**src/common/cpuctrl_cfg.svh**
```systemverilog
`ifndef CPUCTRL_CFG_SVH
`define CPUCTRL_CFG_SVH

// ----------------------------------------
// bus widths
// ----------------------------------------
// processor address, full 16 bits
`define CFG_ADDR_BITS 16
// one data word
`define CFG_DATA_BITS 16

// ----------------------------------------
// memory sizes
// ----------------------------------------
// 512 ram words, upper address bits wrap
`define CFG_RAM_ADDR_BITS 9
// 64 boot words
`define CFG_ROM_ADDR_BITS 6
`define CFG_ROM_WORDS (1 << `CFG_ROM_ADDR_BITS)

// ----------------------------------------
// access timing
// ----------------------------------------
// extra wait cycles after a read
`define CFG_READ_CYCLES 1
// extra cycles the write enable is held
`define CFG_WRITE_CYCLES 2

// watched location, lands on ram word 1ff
`define CFG_WATCH_ADDR 16'h03ff

`endif

```
**src/common/mem_pkg.sv**
```systemverilog
`include "cpuctrl_cfg.svh"

package mem_pkg;

	// ----------------------------------------
	// basic words
	// ----------------------------------------
	// data word
	typedef logic [`CFG_DATA_BITS-1:0] word_t;
	// processor address
	typedef logic [`CFG_ADDR_BITS-1:0] addr_t;
	// ram word index after wrapping
	typedef logic [`CFG_RAM_ADDR_BITS-1:0] ram_addr_t;
	// boot rom word index
	typedef logic [`CFG_ROM_ADDR_BITS-1:0] rom_addr_t;

	// ----------------------------------------
	// bundles
	// ----------------------------------------
	// one processor request, held until ready
	typedef struct packed {
		addr_t addr;
		word_t wdata;
		// 1 for a write, 0 for a read
		logic  write;
	} mem_req_t;

	// drive of the ram read-write port
	typedef struct packed {
		ram_addr_t addr;
		word_t     data;
		logic      we;
	} ram_port_t;

endpackage

```
**src/common/sys_pkg.sv**
```systemverilog
package sys_pkg;

	// ----------------------------------------
	// boot sequence
	// ----------------------------------------
	// reset, copy rom, then hand ram to the processor
	typedef enum logic [1:0] {
		RESET_ALL,
		COPY_ROM,
		RUN_CPU
	} sys_state_t;

	// ----------------------------------------
	// processor access
	// ----------------------------------------
	// idle, wait on read data, latch write data, hold the write
	typedef enum logic [1:0] {
		ACC_IDLE,
		ACC_READ_WAIT,
		ACC_PREPARE_WRITE,
		ACC_WRITE
	} access_state_t;

	// status seen from outside
	typedef struct packed {
		sys_state_t state;
		// high while a write is held on the ram
		logic       writing;
	} sys_status_t;

endpackage

```
**src/source/mem_access.sv**
```systemverilog
`timescale 1ns/1ns
`include "cpuctrl_cfg.svh"

module mem_access (
	input  logic               clock,
	input  logic               reset,
	// high only while the processor owns the ram
	input  logic               enable,

	// processor request port
	input  mem_pkg::mem_req_t  req,
	input  logic               req_valid,
	output logic               req_ready,

	// ram port 1
	output mem_pkg::ram_port_t ram,
	input  mem_pkg::word_t     ram_rdata,

	output mem_pkg::word_t     rsp_data,
	output mem_pkg::word_t     watch_data,
	output logic               writing
);

	import mem_pkg::*;
	import sys_pkg::*;

	localparam int read_bits  = $clog2(`CFG_READ_CYCLES + 1);
	localparam int write_bits = $clog2(`CFG_WRITE_CYCLES + 1);
	// watch address after wrapping into the ram
	localparam ram_addr_t watch_addr = ram_addr_t'(`CFG_WATCH_ADDR);

	access_state_t         state;
	access_state_t         next_state;
	logic [read_bits-1:0]  read_cycle;
	logic [write_bits-1:0] write_cycle;
	logic                  read_done;
	logic                  write_done;
	word_t                 write_data;
	ram_addr_t             req_ram_addr;

	// upper address bits dropped
	assign req_ram_addr = ram_addr_t'(req.addr);

	assign read_done  = (read_cycle == read_bits'(`CFG_READ_CYCLES));
	assign write_done = (write_cycle == write_bits'(`CFG_WRITE_CYCLES));

	// ----------------------------------------
	// state and counters
	// ----------------------------------------
	always_ff @(posedge clock) begin
		if (reset) begin
			state       <= ACC_IDLE;
			read_cycle  <= '0;
			write_cycle <= '0;
			watch_data  <= '0;
		end else begin
			state <= next_state;

			// counts only while waiting on read data
			if (state != ACC_READ_WAIT || read_done) begin
				read_cycle <= '0;
			end else begin
				read_cycle <= read_cycle + 1'b1;
			end

			// counts only while the write is held
			if (state != ACC_WRITE || write_done) begin
				write_cycle <= '0;
			end else begin
				write_cycle <= write_cycle + 1'b1;
			end

			// processor wrote the watched word
			if (state == ACC_PREPARE_WRITE && req_ram_addr == watch_addr) begin
				watch_data <= req.wdata;
			end
		end
	end

	// write payload taken once per write
	always_ff @(posedge clock) begin
		if (state == ACC_PREPARE_WRITE) begin
			write_data <= req.wdata;
		end
	end

	// ----------------------------------------
	// next state
	// ----------------------------------------
	always_comb begin
		next_state = state;
		case (state)
			ACC_IDLE: begin
				if (enable && req_valid) begin
					next_state = req.write ? ACC_PREPARE_WRITE : ACC_READ_WAIT;
				end
			end
			ACC_READ_WAIT: begin
				// registered ram read needs the extra cycle
				if (read_done) begin
					next_state = ACC_IDLE;
				end
			end
			ACC_PREPARE_WRITE: begin
				next_state = ACC_WRITE;
			end
			ACC_WRITE: begin
				// writes finish through the read wait so the new word comes back
				if (write_done) begin
					next_state = ACC_READ_WAIT;
				end
			end
			default: begin
				next_state = ACC_IDLE;
			end
		endcase
	end

	// ----------------------------------------
	// outputs
	// ----------------------------------------
	assign req_ready = (state == ACC_READ_WAIT) && read_done;
	assign rsp_data  = ram_rdata;
	assign writing   = (state == ACC_WRITE);

	always_comb begin
		ram.addr = req_ram_addr;
		ram.data = write_data;
		ram.we   = (state == ACC_WRITE);
	end

	// ready only while the top grants the ram
	assert property (@(posedge clock) disable iff (reset)
		req_ready |-> enable)
		else $error("mem_access: ready while the ram is not granted");

	// write address comes straight from the held request
	assert property (@(posedge clock) disable iff (reset)
		ram.we |-> enable && $stable(req_ram_addr))
		else $error("mem_access: write without grant or with a moving address");

endmodule

```
**config.mk**
```make
export PLATFORM = sky130hd
export DESIGN_NAME = mem_access
export DESIGN_NICKNAME = d
export VERILOG_FILES = /design/src/common/mem_pkg.sv /design/src/common/sys_pkg.sv /design/src/source/mem_access.sv
export VERILOG_INCLUDE_DIRS = /design/src /design/src/common
export SDC_FILE = /design/constraint.sdc
export NUM_CORES = 1
export LEC_CHECK = 0
export BUFFER_PORTS_ARGS = -buffer_cell sky130_fd_sc_hd__buf_4
export CORE_MARGIN = 2
export CORE_UTILIZATION = 44
export DETAILED_ROUTE_END_ITERATION = 10
export PLACE_DENSITY = 0.84
export SETUP_SLACK_MARGIN = 0.3
export SYNTH_ARGS = -nofsm -noshare
export SYNTH_HDL_FRONTEND = slang
export SYNTH_SLANG_ARGS = --single-unit
```
**constraint.sdc**
```tcl
create_clock -name clock -period 3.4 [get_ports clock]
set_clock_uncertainty 0.1 [all_clocks]
set_input_delay 0.17 -clock clock [delete_from_list [all_inputs] [get_ports clock]]
set_output_delay 0.17 -clock clock [all_outputs]
set_load 0.01 [all_outputs]
```
==> summary.md <==
| Metric | Value |
|---|---|
| WL final | 3.287 mm |
| Post_cts resized | 0 |
| Cell Count Post-Placement | ~230 |
| Sequential share of power | around half |
| RSZ-0062 raised after global routing | no |
| Antenna violations before repair | 0 |
| Count of final setup violators | 0 |
| Critical path peak fanout | 16 |
| Adder-cell share of the synthesized area | less than 1% |
| Worst vdd ir | 0.0002012 V |
| Internal power | between 0.7 and 0.8 mW |
| Slew headroom | 33.31% |
| GPL Wtd Cong | 0.7393 |
| Crit-path max cell delay | 0.82 ns |
| Synthesized area per cell | about 12 sq um |
| Hold Path Class | input port to flop |
| Register area share after synthesis | a little over half |
| R2R Path End | watch_data[9]$_SDFFE_PP0P_ |
| Top-area cell type share of the netlist area | 28.51% |
| Worst Setup End Kind | flop |
| H-tree levels | 2 |
| Cells after Synth | between 100 and 150 |
| Clock Path Buffers | 2 |
| Worst skew pair latency | approximately 0.27 ns |
| Post-synthesis compound-gate area fraction | around 1.7% |
| Hold WS | between 0.06 and 0.07 ns |
| CTS tree | done |
| CP arrival | roughly 2 ns |
| Critical path class | flop to flop |
| Mux share of post-synthesis cell area | 10.17% |
| Critical Path RT | roughly 3.5 ns |
| Filler instances | ~290 |
| Routed Antenna Nets | 0 |
| Post-place setup slack | ~1.5 ns |
| Vias post-DR | roughly 1,200 |
| Static Leak | a little under 1 nW |
| NetSw | 0.1916 mW |
| Vias/cell | approximately 4.7 |
| Std cell rows | 22 |
| Reg2Reg Setup Slack | 1.49 ns |
| Register area | approximately 900 sq um |
| Grt ovf | 0 |
| Root cell of the clock tree | clkbuf_8 |
| Synth Area in XOR/XNOR | 0% |
| Commonest cells post-synth | nand2b_1, buf_4, dfxtp_1 |
| Multi-input gate area | around 530 sq um |
| Largest net degree at the start of global routing | 38 |
| Main combinational cell family by area after synthesis | simple AND/OR/NAND/NOR gates |
| R2r startpoint | state[1]$_SDFFE_PP0P_ |
| F_max | ~520 MHz |
| Fin crit share | about 56% |
| Die width | roughly 66 microns |
| Non-filler cells in the finished layout | 253 |
| TNS Setup | 0 ns |
| HP Start | req_valid |
| Clock-pin slew on the worst setup and hold paths | approximately 0.070 ns |
| Starting Density | between 40 and 50% |
| Worst Setup Slack, final | between 1 and 1.5 ns |
| Outcome | finished, final reports clean |
| Nets@finish | 258 |
| Power per Cell Area | approximately 420 nW/um^2 |
| Most frequent cell after synthesis | nand2b_1 |
| Synth area leader | edfxtp_1 |
| Hold depth | 3 |
| Final HPWL DP | about 2.2 mm |
| Slew Viols, Final | 0 |
| Number of buffers added on ports | 73 |
| R2R depth | 3 |
| Flip-flop and latch count after synthesis | 37 |
| Share of cells above drive strength 1 | about two fifths |
| Tmin final | 1.907 ns |
| Final Total Pwr | ~0.97 mW |
| Post-synth EDFFs | 16 |
| Distinct cells, synth | 28 |
| DRT Pass-1 Iters | 4 |
| First-pass GRT wire length | ~4.9 mm |
| Total GRT Usage | between 10% and 20% |
| Final Hold Viols | 0 |
| DRT iter0 DRCs | roughly 110 |
| Total CTS buffers | 5 |
| Clock Sinks | 37 |
| Post-synthesis cell area | approximately 1700 sq um |
| Simple-Gate Fraction of Synth Area | 18.86% |
| Die height | 65.89 microns |
| Synth Warn # | 0 |
| Net Sw Frac | a little under 20% |
| Slew @ Worst Pin | roughly 1.0 ns |
| DRC | 0 |
| Critical path startpoint category | flop |
| DR WL/cell | approximately 13 microns |
| Asr flop ratio synth | 0% |
| Num ports | around 110 |
| Hold Path End | state[0]$_SDFFE_PP0P_ |
| Antenna cells | 0 |
| Logic gate share of total power | between 10% and 20% |
| Vias in the first global route | around 1,100 |
| Area Overhead vs Synth | 38.08% |
| Crit path cell chain | nand4b_4 -> nor3_4 -> mux2i_1 |
| Core ar. | 3661 sq um |
| Clock power share | 39.7% |
| DIE AREA | about 4300 sq um |
| Slowest-stage cell, CP | nor3_4 |
| Synth area leaders | edfxtp_1, dfxtp_1, nand2b_1 |
| Max Cap Viol | 0 |
| Syn nets | 195 |
| Most used flip-flop cell after synthesis | dfxtp_1 |
## how the worst max path moves through the flow
stage | start | to | slack (ns) | cells after the start
floorplan | state[0]$_SDFFE_PP0P_ | watch_data[0]$_SDFFE_PP0P_ | 1.91 | 5
global placement | state[1]$_SDFFE_PP0P_ | watch_data[2]$_SDFFE_PP0P_ | 1.49 | 3
detailed placement | state[1]$_SDFFE_PP0P_ | watch_data[9]$_SDFFE_PP0P_ | 1.48 | 3
CTS | state[1]$_SDFFE_PP0P_ | watch_data[9]$_SDFFE_PP0P_ | 1.43 | 3
global route | state[1]$_SDFFE_PP0P_ | watch_data[9]$_SDFFE_PP0P_ | 1.35 | 3
finish | state[1]$_SDFFE_PP0P_ | watch_data[9]$_SDFFE_PP0P_ | 1.49 | 3
## per-layer routing
layer	GRT usage [%]	routed length, microns	vias up
met4	5.990	51	0
met2	25.63	1606	51
met5	0	0	-
met1	17.30	1335	552
li1	-	-	571
met3	5.622	293	12
## registers in the layout (all words and copies together) (netlist names)
| register | flops |
|---|---|
| read_cycle | 1 |
| write_cycle | 2 |
| write_data | 16 |
| state | 2 |
| watch_data | 16 |
## cell usage in the layout, fill, tap and decap left out
master	n
nand2_1	2
bufinv_16	1
clkbuf_8	6
nand2b_1	32
clkinvlp_4	1
nand3_1	1
nor4b_1	1
nor2_1	2
nor2b_1	1
edfxtp_1	16
ha_1	1
and3b_1	1
inv_1	2
a21boi_0	1
nand4_1	1
dlygate4sd3_1	16
a21oi_1	1
o21a_1	1
a311oi_1	1
nor4_1	2
nor3_4	1
buf_4	73
nand4b_4	1
mux2_2	1
and2b_1	1
mux2i_1	16
dfxtp_1	21
nand3b_1	1
## final cells by class
class / instances / share of cell area, %
flip-flops and latches: 37 / 38.71
repair buffers: 89 / 30.43
multi-input cells: 69 / 22.80
clock buffers: 6 / 3.548
well taps: 48 / 2.581
clock inverters: 2 / 1.613
inverters: 2 / 0.3226
## power groups by stage
stage	clock network [mW]	logic (mW)	registers (mW)
finish	0.384	0.101	0.482
detailed placement	0	0.0872	0.491
global route	0.422	0.110	0.482
floorplan	0	0.0630	0.491
CTS	0.401	0.102	0.481
global placement	0	0.0850	0.491
## cell families (layout without fill, tap and decap cells)
group / Yosys count / after routing
and+or+nand+nor: 47 / 47
DFF: 37 / 37
buffers and inverters: 35 / 99
muxes: 17 / 17
AOI/OAI and AO/OA: 4 / 4
adders and majority gates: 1 / 1
## through the flow
stage / area [sq um] / util, %
after CTS: 2327 / 63.57
after detailed placement: 2047 / 55.91
after global placement: 2047 / 55.91
final: 2327 / 63.57
after floorplan: 1685 / -
after global routing: 2327 / 63.57
## worst max-delay path: cells and delay by family (launching register included)
family           cells  cell delay, ns
muxes                1            0.27
and+or+nand+nor      2            0.96
DFF                  1            0.50
## repair_timing
| item | in CTS | in global routing |
|---|---|---|
| endpoints found under the hold margin | 16 | 0 |
| hold buffers | 16 | 0 |
| buffers inserted | 0 | 0 |
(Power assumes the default switching activity.)
