### config.mk
export PLATFORM = sky130hd
export DESIGN_NAME = memcpy
export DESIGN_NICKNAME = d
export VERILOG_FILES = /design/src/common/mem_pkg.sv /design/src/memory/memcpy.sv
export VERILOG_INCLUDE_DIRS = /design/src /design/src/common
export SDC_FILE = /design/constraint.sdc
export NUM_CORES = 1
export LEC_CHECK = 0
export ABC_AREA = 1
export BUFFER_PORTS_ARGS = -buffer_cell sky130_fd_sc_hd__buf_2
export CORE_UTILIZATION = 39
export CTS_BUF_LIST = sky130_fd_sc_hd__clkbuf_4 sky130_fd_sc_hd__clkbuf_8
export CTS_CLUSTER_SIZE = 24
export DETAILED_ROUTE_END_ITERATION = 16
export PLACE_DENSITY = 0.81
export REMOVE_ABC_BUFFERS = 1
export SLEW_MARGIN = 15
export SYNTH_ARGS = -nofsm -noshare
export SYNTH_HDL_FRONTEND = slang
export SYNTH_SLANG_ARGS = --single-unit
export TNS_END_PERCENT = 100
### constraint.sdc
create_clock -name clock -period 1.6 [get_ports clock]
set_input_delay 0.16 -clock clock [delete_from_list [all_inputs] [get_ports clock]]
set_output_delay 0.16 -clock clock [all_outputs]
set_load 0.02 [all_outputs]
### src/common/cpuctrl_cfg.svh
`ifndef CPUCTRL_CFG_SVH
`define CPUCTRL_CFG_SVH

// ----------------------------------------
// bus widths
// ----------------------------------------
// processor address, full 16 bits
`define CFG_ADDR_BITS 16
// one data word
`define CFG_DATA_BITS 16

// ----------------------------------------
// memory sizes
// ----------------------------------------
// 512 ram words, upper address bits wrap
`define CFG_RAM_ADDR_BITS 9
// 64 boot words
`define CFG_ROM_ADDR_BITS 6
`define CFG_ROM_WORDS (1 << `CFG_ROM_ADDR_BITS)

// ----------------------------------------
// access timing
// ----------------------------------------
// extra wait cycles after a read
`define CFG_READ_CYCLES 1
// extra cycles the write enable is held
`define CFG_WRITE_CYCLES 2

// watched location, lands on ram word 1ff
`define CFG_WATCH_ADDR 16'h03ff

`endif

### src/common/mem_pkg.sv
`include "cpuctrl_cfg.svh"

package mem_pkg;

	// ----------------------------------------
	// basic words
	// ----------------------------------------
	// data word
	typedef logic [`CFG_DATA_BITS-1:0] word_t;
	// processor address
	typedef logic [`CFG_ADDR_BITS-1:0] addr_t;
	// ram word index after wrapping
	typedef logic [`CFG_RAM_ADDR_BITS-1:0] ram_addr_t;
	// boot rom word index
	typedef logic [`CFG_ROM_ADDR_BITS-1:0] rom_addr_t;

	// ----------------------------------------
	// bundles
	// ----------------------------------------
	// one processor request, held until ready
	typedef struct packed {
		addr_t addr;
		word_t wdata;
		// 1 for a write, 0 for a read
		logic  write;
	} mem_req_t;

	// drive of the ram read-write port
	typedef struct packed {
		ram_addr_t addr;
		word_t     data;
		logic      we;
	} ram_port_t;

endpackage

### src/memory/memcpy.sv
`timescale 1ns/1ns
`include "cpuctrl_cfg.svh"

module memcpy #(
	parameter int num_words = `CFG_ROM_WORDS
) (
	input  logic                         clock,
	input  logic                         reset,

	// rom side
	output logic [$clog2(num_words)-1:0] rom_addr,
	input  mem_pkg::word_t               rom_data,

	// ram side
	output mem_pkg::ram_port_t           ram,

	// high once every word is in ram
	output logic                         finished
);

	import mem_pkg::*;

	localparam int count_bits = $clog2(num_words);

	// word being copied this cycle
	logic [count_bits-1:0] count;
	logic                  last_word;

	assign last_word = (count == count_bits'(num_words - 1));

	// ----------------------------------------
	// word counter
	// ----------------------------------------
	always_ff @(posedge clock) begin
		if (reset) begin
			count    <= '0;
			finished <= 1'b0;
		end else if (!finished) begin
			// done after the last write while the counter stays put
			if (last_word) begin
				finished <= 1'b1;
			end else begin
				count <= count + 1'b1;
			end
		end
	end

	// ----------------------------------------
	// rom to ram
	// ----------------------------------------
	// rom answers at once so the write goes out in the same cycle
	assign rom_addr = count;

	always_comb begin
		ram.addr = ram_addr_t'(count);
		ram.data = rom_data;
		ram.we   = !finished;
	end

	// the rom must hand over a known word for every copy
	assert property (@(posedge clock) disable iff (reset)
		ram.we |-> !$isunknown(rom_data))
		else $error("memcpy: unknown rom word copied");

endmodule

==> out/metrics.cfg, run 1 <==
[cts]
clockBufferDepth=2
cts_resized=0
cts.clk_slew.worst_paths_ns=0.05
cts.htree.levels=1
cts_root_buf=clkbuf_4
cts_hold_buf=0
cts_tree=built
clock_latency_ns=0.25
clock-sinks=7
cts_buffers=3
cts_post_setup_buffers_inserted=0

[synth]
synthFlopType=dfxtp_1
ys_warn_count=0
avgSynthCellArea_sq_um=6.78
ys_seq_area_share_pct=23.2
yosysTopAreaCell=buf_4
synth_edf_count=0
synth.most_common_cell=buf_4
netlist_top_cells_area=buf_4 31%, dfxtp_1 23%, nand2_1 11%, inv_1 6.8%, nor2_1 6.8%
synth_top_cell_area_share_pct=31.1
synth-seq-cells=7
mappedNetlistArea_sq_um=603
synth_common_cells=25 x buf_4, 18 x nand2_1, 11 x inv_1, 11 x nor2_1, 7 x dfxtp_1
syn_inst=89
synth_cell_type_count=16
async_flop_share_pct=0

[setup_path]
worst-path-buf-inv=0
cp.depth=6
critPathLaunchType=register
required_ns=1.74
worstPathMaxFanout=6
max_stage_delay_ns=0.40
arrival_ns=1.39
path_common_cell=nor2_1
path_class=register to register
path_cells=ha_1 -> nand3_2 -> nor2_1 -> nor2_2 -> nor2_1 -> nor2_1
cp-end-kind=register
crit_path_top_delay_cell=dfxtp_1
critPathTopFamily=simple AND/OR/NAND/NOR gates
rr_worst_depth=6

[grt]
antenna_found_initial=0
grt_pass1_wl_mm=1.78
grt_pass1_vias=382
track_usage_pct=17.4
grt_max_degree=11
overflow=0

[drt]
dr.pass1.iters=2
routed_wl_mm=1.22
remaining_drc_errors=0
avgRoutedWirePerCell_um=12.3
dr_total_vias=467
drt.antenna.violating_nets=0
viasPerCell=4.72
drt_iter0_drc=10

[sta]
holdWs_ns=0.106
hold_viol_final=0
setup_violations=0
min_period_over_period_pct=77.7
worst_slack_ns=0.356
setup_tns_ns=0
clock_skew_ns=0.00232
rsz0062_at_grt=no
finalCriticalPeriod_ns=1.24
fmax_ghz=0.804
slew_violations=0

[finish]
instances_no_fill=99
fin_nets=104
drive_gt1_share_pct=27.4
antenna_cells=0
syn_to_final_growth_pct=-11.2

[floorplan]
die_h_um=41.3
pin_count=51
core_sq_um=1370
die_w_um=41.3
num_rows=13
dieArea_sq_um=1710
initial_core_util_pct=44.1

[placed_design]
port_buffers=15
finalWeightedCongestion=0.802
dpl.cell_count=95
dpl.hpwl_um=950
place_ws_ns=0.357

[pwr]
p_per_area_nw_per_um2=798
peakVddDrop_v=0.000461
power.leakage_nw=0.276

[min_path]
holdPathStages=2
hold_class=input pin to register

[run]
cap_violations=0

[status]
status=completed

layout make-up:
cell class | count | area, sq um
fill | 151 | 831
multi-input combinational | 47 | 230
sequential | 7 | 140
timing repair buffer | 15 | 75.1
inverter | 11 | 41.3
clock buffer | 4 | 30.0
tap | 15 | 18.8
cells by family after synthesis:
group,synth area share [%]
adders and majority gates,2.07
AOI/OAI and AO/OA,7.05
other,0.622
and+or+nand+nor,27.2
DFF,23.2
buffers and inverters,39.8
stage by stage:
step	util [%]	total power, mW	instance area [sq um]
final	39.2	0.427	536
after global routing	39.2	0.449	536
after CTS	39.2	0.434	536
after detailed placement	37.0	0.251	505
after global placement	37.0	0.252	505
after floorplan	-	0.233	412
sequential cells by signal, indices dropped and copies added, names as in the netlist:
name	count
rom_addr	6
finished	1
worst paths after layout:
kind,from,endpoint,slack [ns]
worst max-delay path,rom_addr[1],rom_addr[0],0.36
worst max register to register,rom_addr[1],rom_addr[0],0.36
worst min-delay path,reset,rom_addr[3],0.11
worst min register to register,rom_addr[1],rom_addr[1],0.54
placed cells by master, fill, tap and decap left out:
master     n
nand3_1    4
a21oi_1    1
inv_1     11
o21ai_0    2
ha_1       1
dfxtp_1    7
nor2_1    11
clkbuf_4   4
nand2_1   18
nand4_1    3
a21oi_2    1
o21bai_4   1
conb_1     3
nor2_2     1
buf_2     15
nand3_2    1
routing by layer:
layer	wire [um]	global-route usage (%)	vias up
li1	-	-	234
met1	581	22.7	195
met2	402	16.0	33
met3	203	14.9	5
met4	34	14.5	0
met5	0	0	-
report_power, final:
part           total (mW)  internal [mW]  switching [mW]  leakage (nW)
sequential          0.192          0.181          0.0107        0.0570
clock               0.179          0.112          0.0668        0.0184
combinational      0.0563         0.0173          0.0390         0.201
Note: power is estimated with default switching activity, not from simulation.
==> inputs of run 2 (changes only) <==
CORE_UTILIZATION = 35   (was 39)
PLACE_DENSITY = 0.77   (was 0.81)
clock period = 1.02 ns   (was 1.6 ns; I/O delays follow)
==> run 2 against run 1 <==
  * The flow now finishes with violations (design-rule violations, negative setup slack)
  * Total power is 63% higher
  * Wire length rose by 13%
  * First-iteration DRC count rose to 2.6 times the previous value
  * Sequential cell count unchanged
  * Die area rose by 11%
  * Clock power is 50% higher
  * Count of clock-buffer cells in the layout did not move
  * Design area is 23% higher
  * Core utilization rose by 2.9 points
  * Sequential share of layout area fell by 3.5 points
  * Clock skew about the same
  * Via count is 7.5% higher
  * Largest cell class unchanged
==> out/metrics.cfg, run 2 (same netlist as run 1, synthesis figures left out) <==
[setup_path]
path_common_cell=nor2_1
cp-end-kind=register
worstPathMaxFanout=4  ; -2
worst-path-buf-inv=1  ; +1
crit_path_top_delay_cell=dfxtp_2
path_class=register to register
rrSetupSlack_ns=-0.04  ; -0.40 ns
required_ns=1.15  ; -0.59 ns
path_cells=ha_4 -> nand2_1 -> inv_2 -> nand4_1 -> nor2_1 -> nor2_1
critPathLaunchType=register
critPathTopFamily=simple AND/OR/NAND/NOR gates
rr_worst_depth=6  ; unchanged
arrival_ns=1.19  ; -0.20 ns
max_stage_delay_ns=0.35  ; -0.05 ns
cp.depth=6  ; unchanged

[cts]
clock_latency_ns=0.24  ; about the same
cts_buffers=3  ; unchanged
cts.clk_slew.worst_paths_ns=0.05  ; about the same
cts_tree=built
cts.htree.levels=1  ; unchanged
clockBufferDepth=2  ; unchanged
cts_root_buf=clkbuf_4
cts_hold_buf=0  ; unchanged
clock-sinks=7  ; unchanged

[drt]
remaining_drc_errors=4  ; +4
viasPerCell=4.69  ; -0.54%
avgRoutedWirePerCell_um=12.9  ; +4.4%
drt.antenna.violating_nets=0  ; unchanged
route.met2.wl_um=576  ; +43%
dr.pass1.iters=10  ; +8
wl_met1_um=565  ; -2.8%
drt_iter0_drc=26  ; +16
routed.top_layer=met3
routed_wl_mm=1.38  ; +13%
wl_met3_um=236  ; +16%
dr_total_vias=502  ; +7.5%

[sta]
hold_viol_final=0  ; unchanged
worst_slack_ns=-0.0393  ; -0.396 ns
setup_violations=7  ; +7
clock_skew_ns=0.00253  ; +0.000215 ns
finalCriticalPeriod_ns=1.06  ; -0.184 ns
fmax_ghz=0.944  ; +17%
slew_violations=0  ; unchanged
min_period_over_period_pct=104  ; +26 points
rsz0062_at_grt=yes

[floorplan]
die_h_um=43.5  ; +5.3%
num_rows=14  ; +1
dieArea_sq_um=1890  ; +11%
initial_core_util_pct=38.7  ; -5.5 points
die_w_um=43.5  ; +5.3%
pin_count=51  ; unchanged
core_sq_um=1560  ; +14%

[finish]
largest_reg_flops=6  ; unchanged
drive_gt1_share_pct=45.1  ; +18 points
fin_util_pct=42.1  ; +2.9 points
finalInstanceArea_sq_um=657  ; +23%
mostFrequentLayoutCells=17 x nand2_1, 13 x buf_4, 9 x nor2_1, 9 x inv_1, 8 x buf_2
syn_to_final_growth_pct=8.92
fin_nets=111  ; +6.7%
antenna_cells=0  ; unchanged
mostFrequentLayoutCell=nand2_1

[pwr]
power.leakage_nw=0.320  ; +16%
p_per_area_nw_per_um2=1060  ; +33%
peakVddDrop_v=0.000471  ; +2.1%

[grt]
grt_pass1_vias=467  ; +22%
grt_max_degree=7  ; -4
antenna_found_initial=0  ; unchanged
track_usage_pct=15.5  ; -2.0 points
overflow=0  ; unchanged
grt_pass1_wl_mm=2.09  ; +17%

[placed_design]
dpl_cell_area_sq_um=552  ; +9.2%
dpl.hpwl_mm=1.04  ; +9.6%
port_buffers=15  ; unchanged
finalWeightedCongestion=0.888  ; +11%

[status]
violations=design-rule violations, negative setup slack
status=finished with violations

[min_path]
hold_class=input pin to register
holdPathStages=2  ; unchanged

[run]
cap_violations=0  ; unchanged

run 2: cell types whose count changed in the layout (fill, tap and decap cells not counted), moves of 2 or more:
| cell | before | now |
|---|---|---|
| nor2_4 | 0 | 2 |
| nor2_1 | 11 | 9 |
| inv_2 | 0 | 2 |
| inv_1 | 11 | 9 |
| dfxtp_1 | 7 | 2 |
| buf_4 | 0 | 13 |
| buf_2 | 15 | 8 |
| dfxtp_2 | 0 | 4 |
run 2: timing repair:
action,in CTS,in global routing
endpoints found under the setup margin,12,17
gates resized for setup,14,10
buffers inserted,1,0
pin swaps,7,2
run 2: report_power, final:
part	total (mW)	internal [mW]	switching (mW)
registers	0.298	0.285	0.0130
clock network	0.269	0.175	0.0934
logic	0.131	0.0536	0.0777
run 2: routing by layer:
layer / track usage, % / up-vias
met5: 0 / -
met4: 7.50 / 0
met3: 12.5 / 0
met2: 19.4 / 36
met1: 18.6 / 219
li1: - / 247
run 2: worst paths after layout:
check	from	endpoint
setup / recovery	rom_addr[0]	rom_addr[4]
hold / removal	reset	rom_addr[3]
setup reg to reg	rom_addr[0]	rom_addr[4]
hold reg to reg	rom_addr[2]	rom_addr[2]
run 2: cell type report:
type	count	area (sq um)
clock buffer	4	30.0
multi-input combinational	47	268
sequential	7	149
inverter	11	41.3
tap	16	20.0
timing repair buffer	22	149
fill	164	902
run 2: metrics by stage:
| stage | TNS [ns] | instances | worst slack [ns] | hold slack (ns) | power [mW] |
|---|---|---|---|---|---|
| after floorplan | -2.92 | 65 | -0.466 | 0.164 | 0.366 |
| after global placement | -0.411 | 102 | -0.102 | 0.204 | 0.411 |
| after detailed placement | -0.632 | 102 | -0.133 | 0.204 | 0.411 |
| after CTS | -0.0968 | 107 | -0.0454 | 0.0370 | 0.709 |
| after global routing | -0.635 | 107 | -0.0978 | 0.0427 | 0.749 |
| final | -0.107 | 107 | -0.0393 | 0.0462 | 0.698 |
==> inputs of run 3 (changes only) <==
ABC_AREA = unset   (was 1)
CORE_UTILIZATION = 34   (was 35)
==> run 3 against run 2 <==
  * The run ends with negative setup slack left
  * Fmax down 20%
  * Synthesized cell count down 26%
  * Clock skew up 0.0091 ns
  * Sequential cell count unchanged
  * Sequential share of layout area down 2.7 points
  * Sequential power up 24%
  * Cell count down 14%
  * First-iteration DRC count down 23%
  * Setup slack worse by 0.27 ns
  * Via count up 3.2%
  * Design area up 14%
  * Combinational power rose to 4.6 times the previous value
==> out/metrics.cfg, run 3 <==
[min_path]
hold_class=input pin to register
holdPathStages=2  ; unchanged

[floorplan]
die_h_um=42.6  ; -2.1%
core_sq_um=1520  ; -2.2%
die_w_um=42.6  ; -2.1%
initial_core_util_pct=36.8  ; -1.9 points
pin_count=51  ; unchanged
num_rows=14  ; unchanged
dieArea_sq_um=1820  ; -4.1%

[pwr]
switching_share_pct=37.0  ; +11 points
pwr-share-clk_pct=23.5  ; -15 points
power.net_switching_mw=0.470  ; +160%
power.leakage_nw=0.334  ; +4.3%
seq_power_share_pct=29.2  ; -14 points
p_comb_share_pct=47.2  ; +28 points
peakVddDrop_v=0.000712  ; +51%
p_int_mw=0.799  ; +55%
p_per_area_nw_per_um2=1690  ; +59%

[finish]
regArea_sq_um=150  ; +0.84%
syn_to_final_growth_pct=33.9
mostFrequentLayoutCell=buf_4
n_fill_cell=140  ; -15%
antenna_cells=0  ; unchanged
mostFrequentLayoutCells=14 x buf_4, 10 x buf_6, 6 x buf_2
fin_nets=96  ; -14%
finalInstanceArea_sq_um=751  ; +14%
largest_reg_flops=6  ; unchanged
drive_gt1_share_pct=69.7  ; +25 points
multiInputGateArea_sq_um=289  ; +7.9%

[synth]
netlist_top_cells_area=buf_4 33%, dfxtp_1 25%, nand4bb_1 4.0%, or4b_1 3.6%, a31oi_1 3.3%
synth-compound-area-share_pct=11.4  ; +4.3 points
synth.most_common_cell=buf_4
synthAdderAreaFrac_pct=2.23  ; +0.16 points
async_flop_share_pct=0  ; unchanged
synth_common_cells=25 x buf_4, 7 x dfxtp_1, 3 x a31oi_1, 3 x inv_1, 3 x nand3_1
mappedNetlistArea_sq_um=561  ; -7.1%
synth_top_cell_area_share_pct=33.5  ; +2.4 points
synth_cell_type_count=26  ; +10
yosysTopAreaCell=buf_4
ys_warn_count=0  ; unchanged
synth_edf_count=0  ; unchanged
avgSynthCellArea_sq_um=8.49  ; +25%
synth_xor_area_share_pct=0  ; unchanged
synthMuxAreaShare_pct=0  ; unchanged
syn_inst=66  ; -26%
ys_seq_area_share_pct=25.0  ; +1.8 points
yosys.area_share.simple_pct=24.6  ; -2.6 points
synth_top_family_by_area=buffers and inverters
synth-seq-cells=7  ; unchanged
synthFlopType=dfxtp_1

[drt]
dr.pass1.iters=4  ; -6
drt.antenna.violating_nets=0  ; unchanged
viasPerCell=5.63  ; +20%
remaining_drc_errors=0  ; -4
routed_wl_mm=1.58  ; +15%
drt_iter0_drc=20  ; -23%
avgRoutedWirePerCell_um=17.2  ; +34%
dr_total_vias=518  ; +3.2%

[setup_path]
cp-end-kind=register
required_ns=1.17  ; +0.02 ns
worst-path-buf-inv=1  ; unchanged
worstPathMaxFanout=6  ; +2
path_class=register to register
cp.depth=4  ; -2
critPathTopFamily=simple AND/OR/NAND/NOR gates
rr_worst_depth=4  ; -2
critPathLaunchType=register
crit_path_top_delay_cell=or4b_1
max_stage_delay_ns=0.49  ; +0.14 ns
arrival_ns=1.48  ; +0.29 ns
path_cells=buf_6 -> nand4b_1 -> or4b_1 -> o211a_1

[grt]
grt_pass1_wl_mm=2.32  ; +11%
antenna_found_initial=0  ; unchanged
overflow=0  ; unchanged
met2_usage_pct=24.0  ; +4.6 points
grt_use_met3_pct=14.2  ; +1.7 points
busiest_layer=met2
grt_pass1_vias=452  ; -3.2%
use_met1_pct=20.7  ; +2.1 points
grt_max_degree=10  ; +3
track_usage_pct=18.2  ; +2.7 points

[cts]
clockBufferDepth=2  ; unchanged
clock_latency_ns=0.27  ; +0.03 ns
cts_tree=built
clock-sinks=7  ; unchanged
cts.htree.levels=1  ; unchanged
cts.clk_slew.worst_paths_ns=0.06  ; about the same
cts_hold_buf=0  ; unchanged
cts_buffers=3  ; unchanged
cts_root_buf=clkbuf_4

[run]
cap_violations=0  ; unchanged

[sta]
worst_slack_ns=-0.305  ; -0.266 ns
clock_skew_ns=0.0116  ; +0.00908 ns
fmax_ghz=0.755  ; -20%
setup_tns_ns=-1.32  ; -1.21 ns
min_period_over_period_pct=130  ; +26 points
rsz0062_at_grt=yes
slew_violations=0  ; unchanged
hold_viol_final=0  ; unchanged
finalCriticalPeriod_ns=1.33  ; +0.266 ns
setup_violations=8  ; +1

[placed_design]
dpl_cell_area_sq_um=569  ; +3.2%
dpl.hpwl_mm=1.05  ; +1.3%
finalWeightedCongestion=0.855  ; -3.7%
port_buffers=15  ; unchanged

[status]
violations=negative setup slack
status=finished with violations

-- run 3: cell types whose count changed in the layout (fill, tap and decap cells not counted), moves of 3 or more --
| cell | previous run | this run |
|---|---|---|
| nand3_1 | 4 | 1 |
| nor2_1 | 9 | 1 |
| buf_6 | 1 | 10 |
| a31oi_1 | 0 | 3 |
| nand2_1 | 17 | 1 |
| inv_1 | 9 | 2 |
-- run 3: power by group through the flow --
stage	sequential (mW)	combinational, mW	clock (mW)
2_1_floorplan	0.497	0.114	0
3_3_place_gp	0.345	0.463	0
3_5_place_dp	0.349	0.470	0
4_1_cts	0.366	0.544	0.305
5_1_grt	0.377	0.650	0.320
6_report	0.371	0.600	0.299
-- run 3: worst paths after layout --
check	start	endpoint	slack [ns]
max	rom_addr[1]	rom_addr[5]	-0.31
min	reset	finished	0.10
max reg2reg	rom_addr[1]	rom_addr[5]	-0.31
min reg2reg	rom_addr[2]	rom_addr[2]	0.57
-- run 3: layout make-up --
type	instances	share of cell area, %
clock buffer	4	4.00
sequential	7	20.0
timing repair buffer	30	33.0
inverter	3	1.83
multi-input combinational	32	38.5
tap	16	2.67
-- run 3: kinds of logic (layout without fill, tap and decap cells) --
family,Yosys count,in the layout
AOI/OAI and AO/OA,9,9
buffers and inverters,29,37
other,1,3
DFF,7,7
adders and majority gates,1,1
and+or+nand+nor,19,19
-- run 3: repair_timing --
| action | in CTS | in global routing |
|---|---|---|
| cloned | 0 | 0 |
| gates resized for setup | 24 | 19 |
| pin swaps | 3 | 7 |
| endpoints found under the setup margin | 14 | 19 |
| buffers inserted | 3 | 0 |
-- run 3: worst reg2reg max path: stages (launching register included) --
cell	delay (ns)
dfxtp_2	0.36
buf_6	0.12
nand4b_1	0.11
or4b_1	0.49
o211a_1	0.13
-- run 3: routing by layer --
metal  wire length, um  up-vias
li1                  -      235
met5                 0        -
met1               601      234
met3               230        2
met4                12        0
met2               739       47
-- run 3: metrics by stage --
step                      hold slack, ns  util (%)  instances  power [mW]  setup WS (ns)
after detailed placement           0.204      37.4         86       0.819         -0.335
final                              0.101      49.3         92        1.27         -0.305
after CTS                         0.0798      45.9         93        1.22         -0.282
after global routing              0.0992      49.3         92        1.35         -0.374
after floorplan                    0.171         -         42       0.611         -0.563
after global placement             0.204      37.4         86       0.808         -0.301
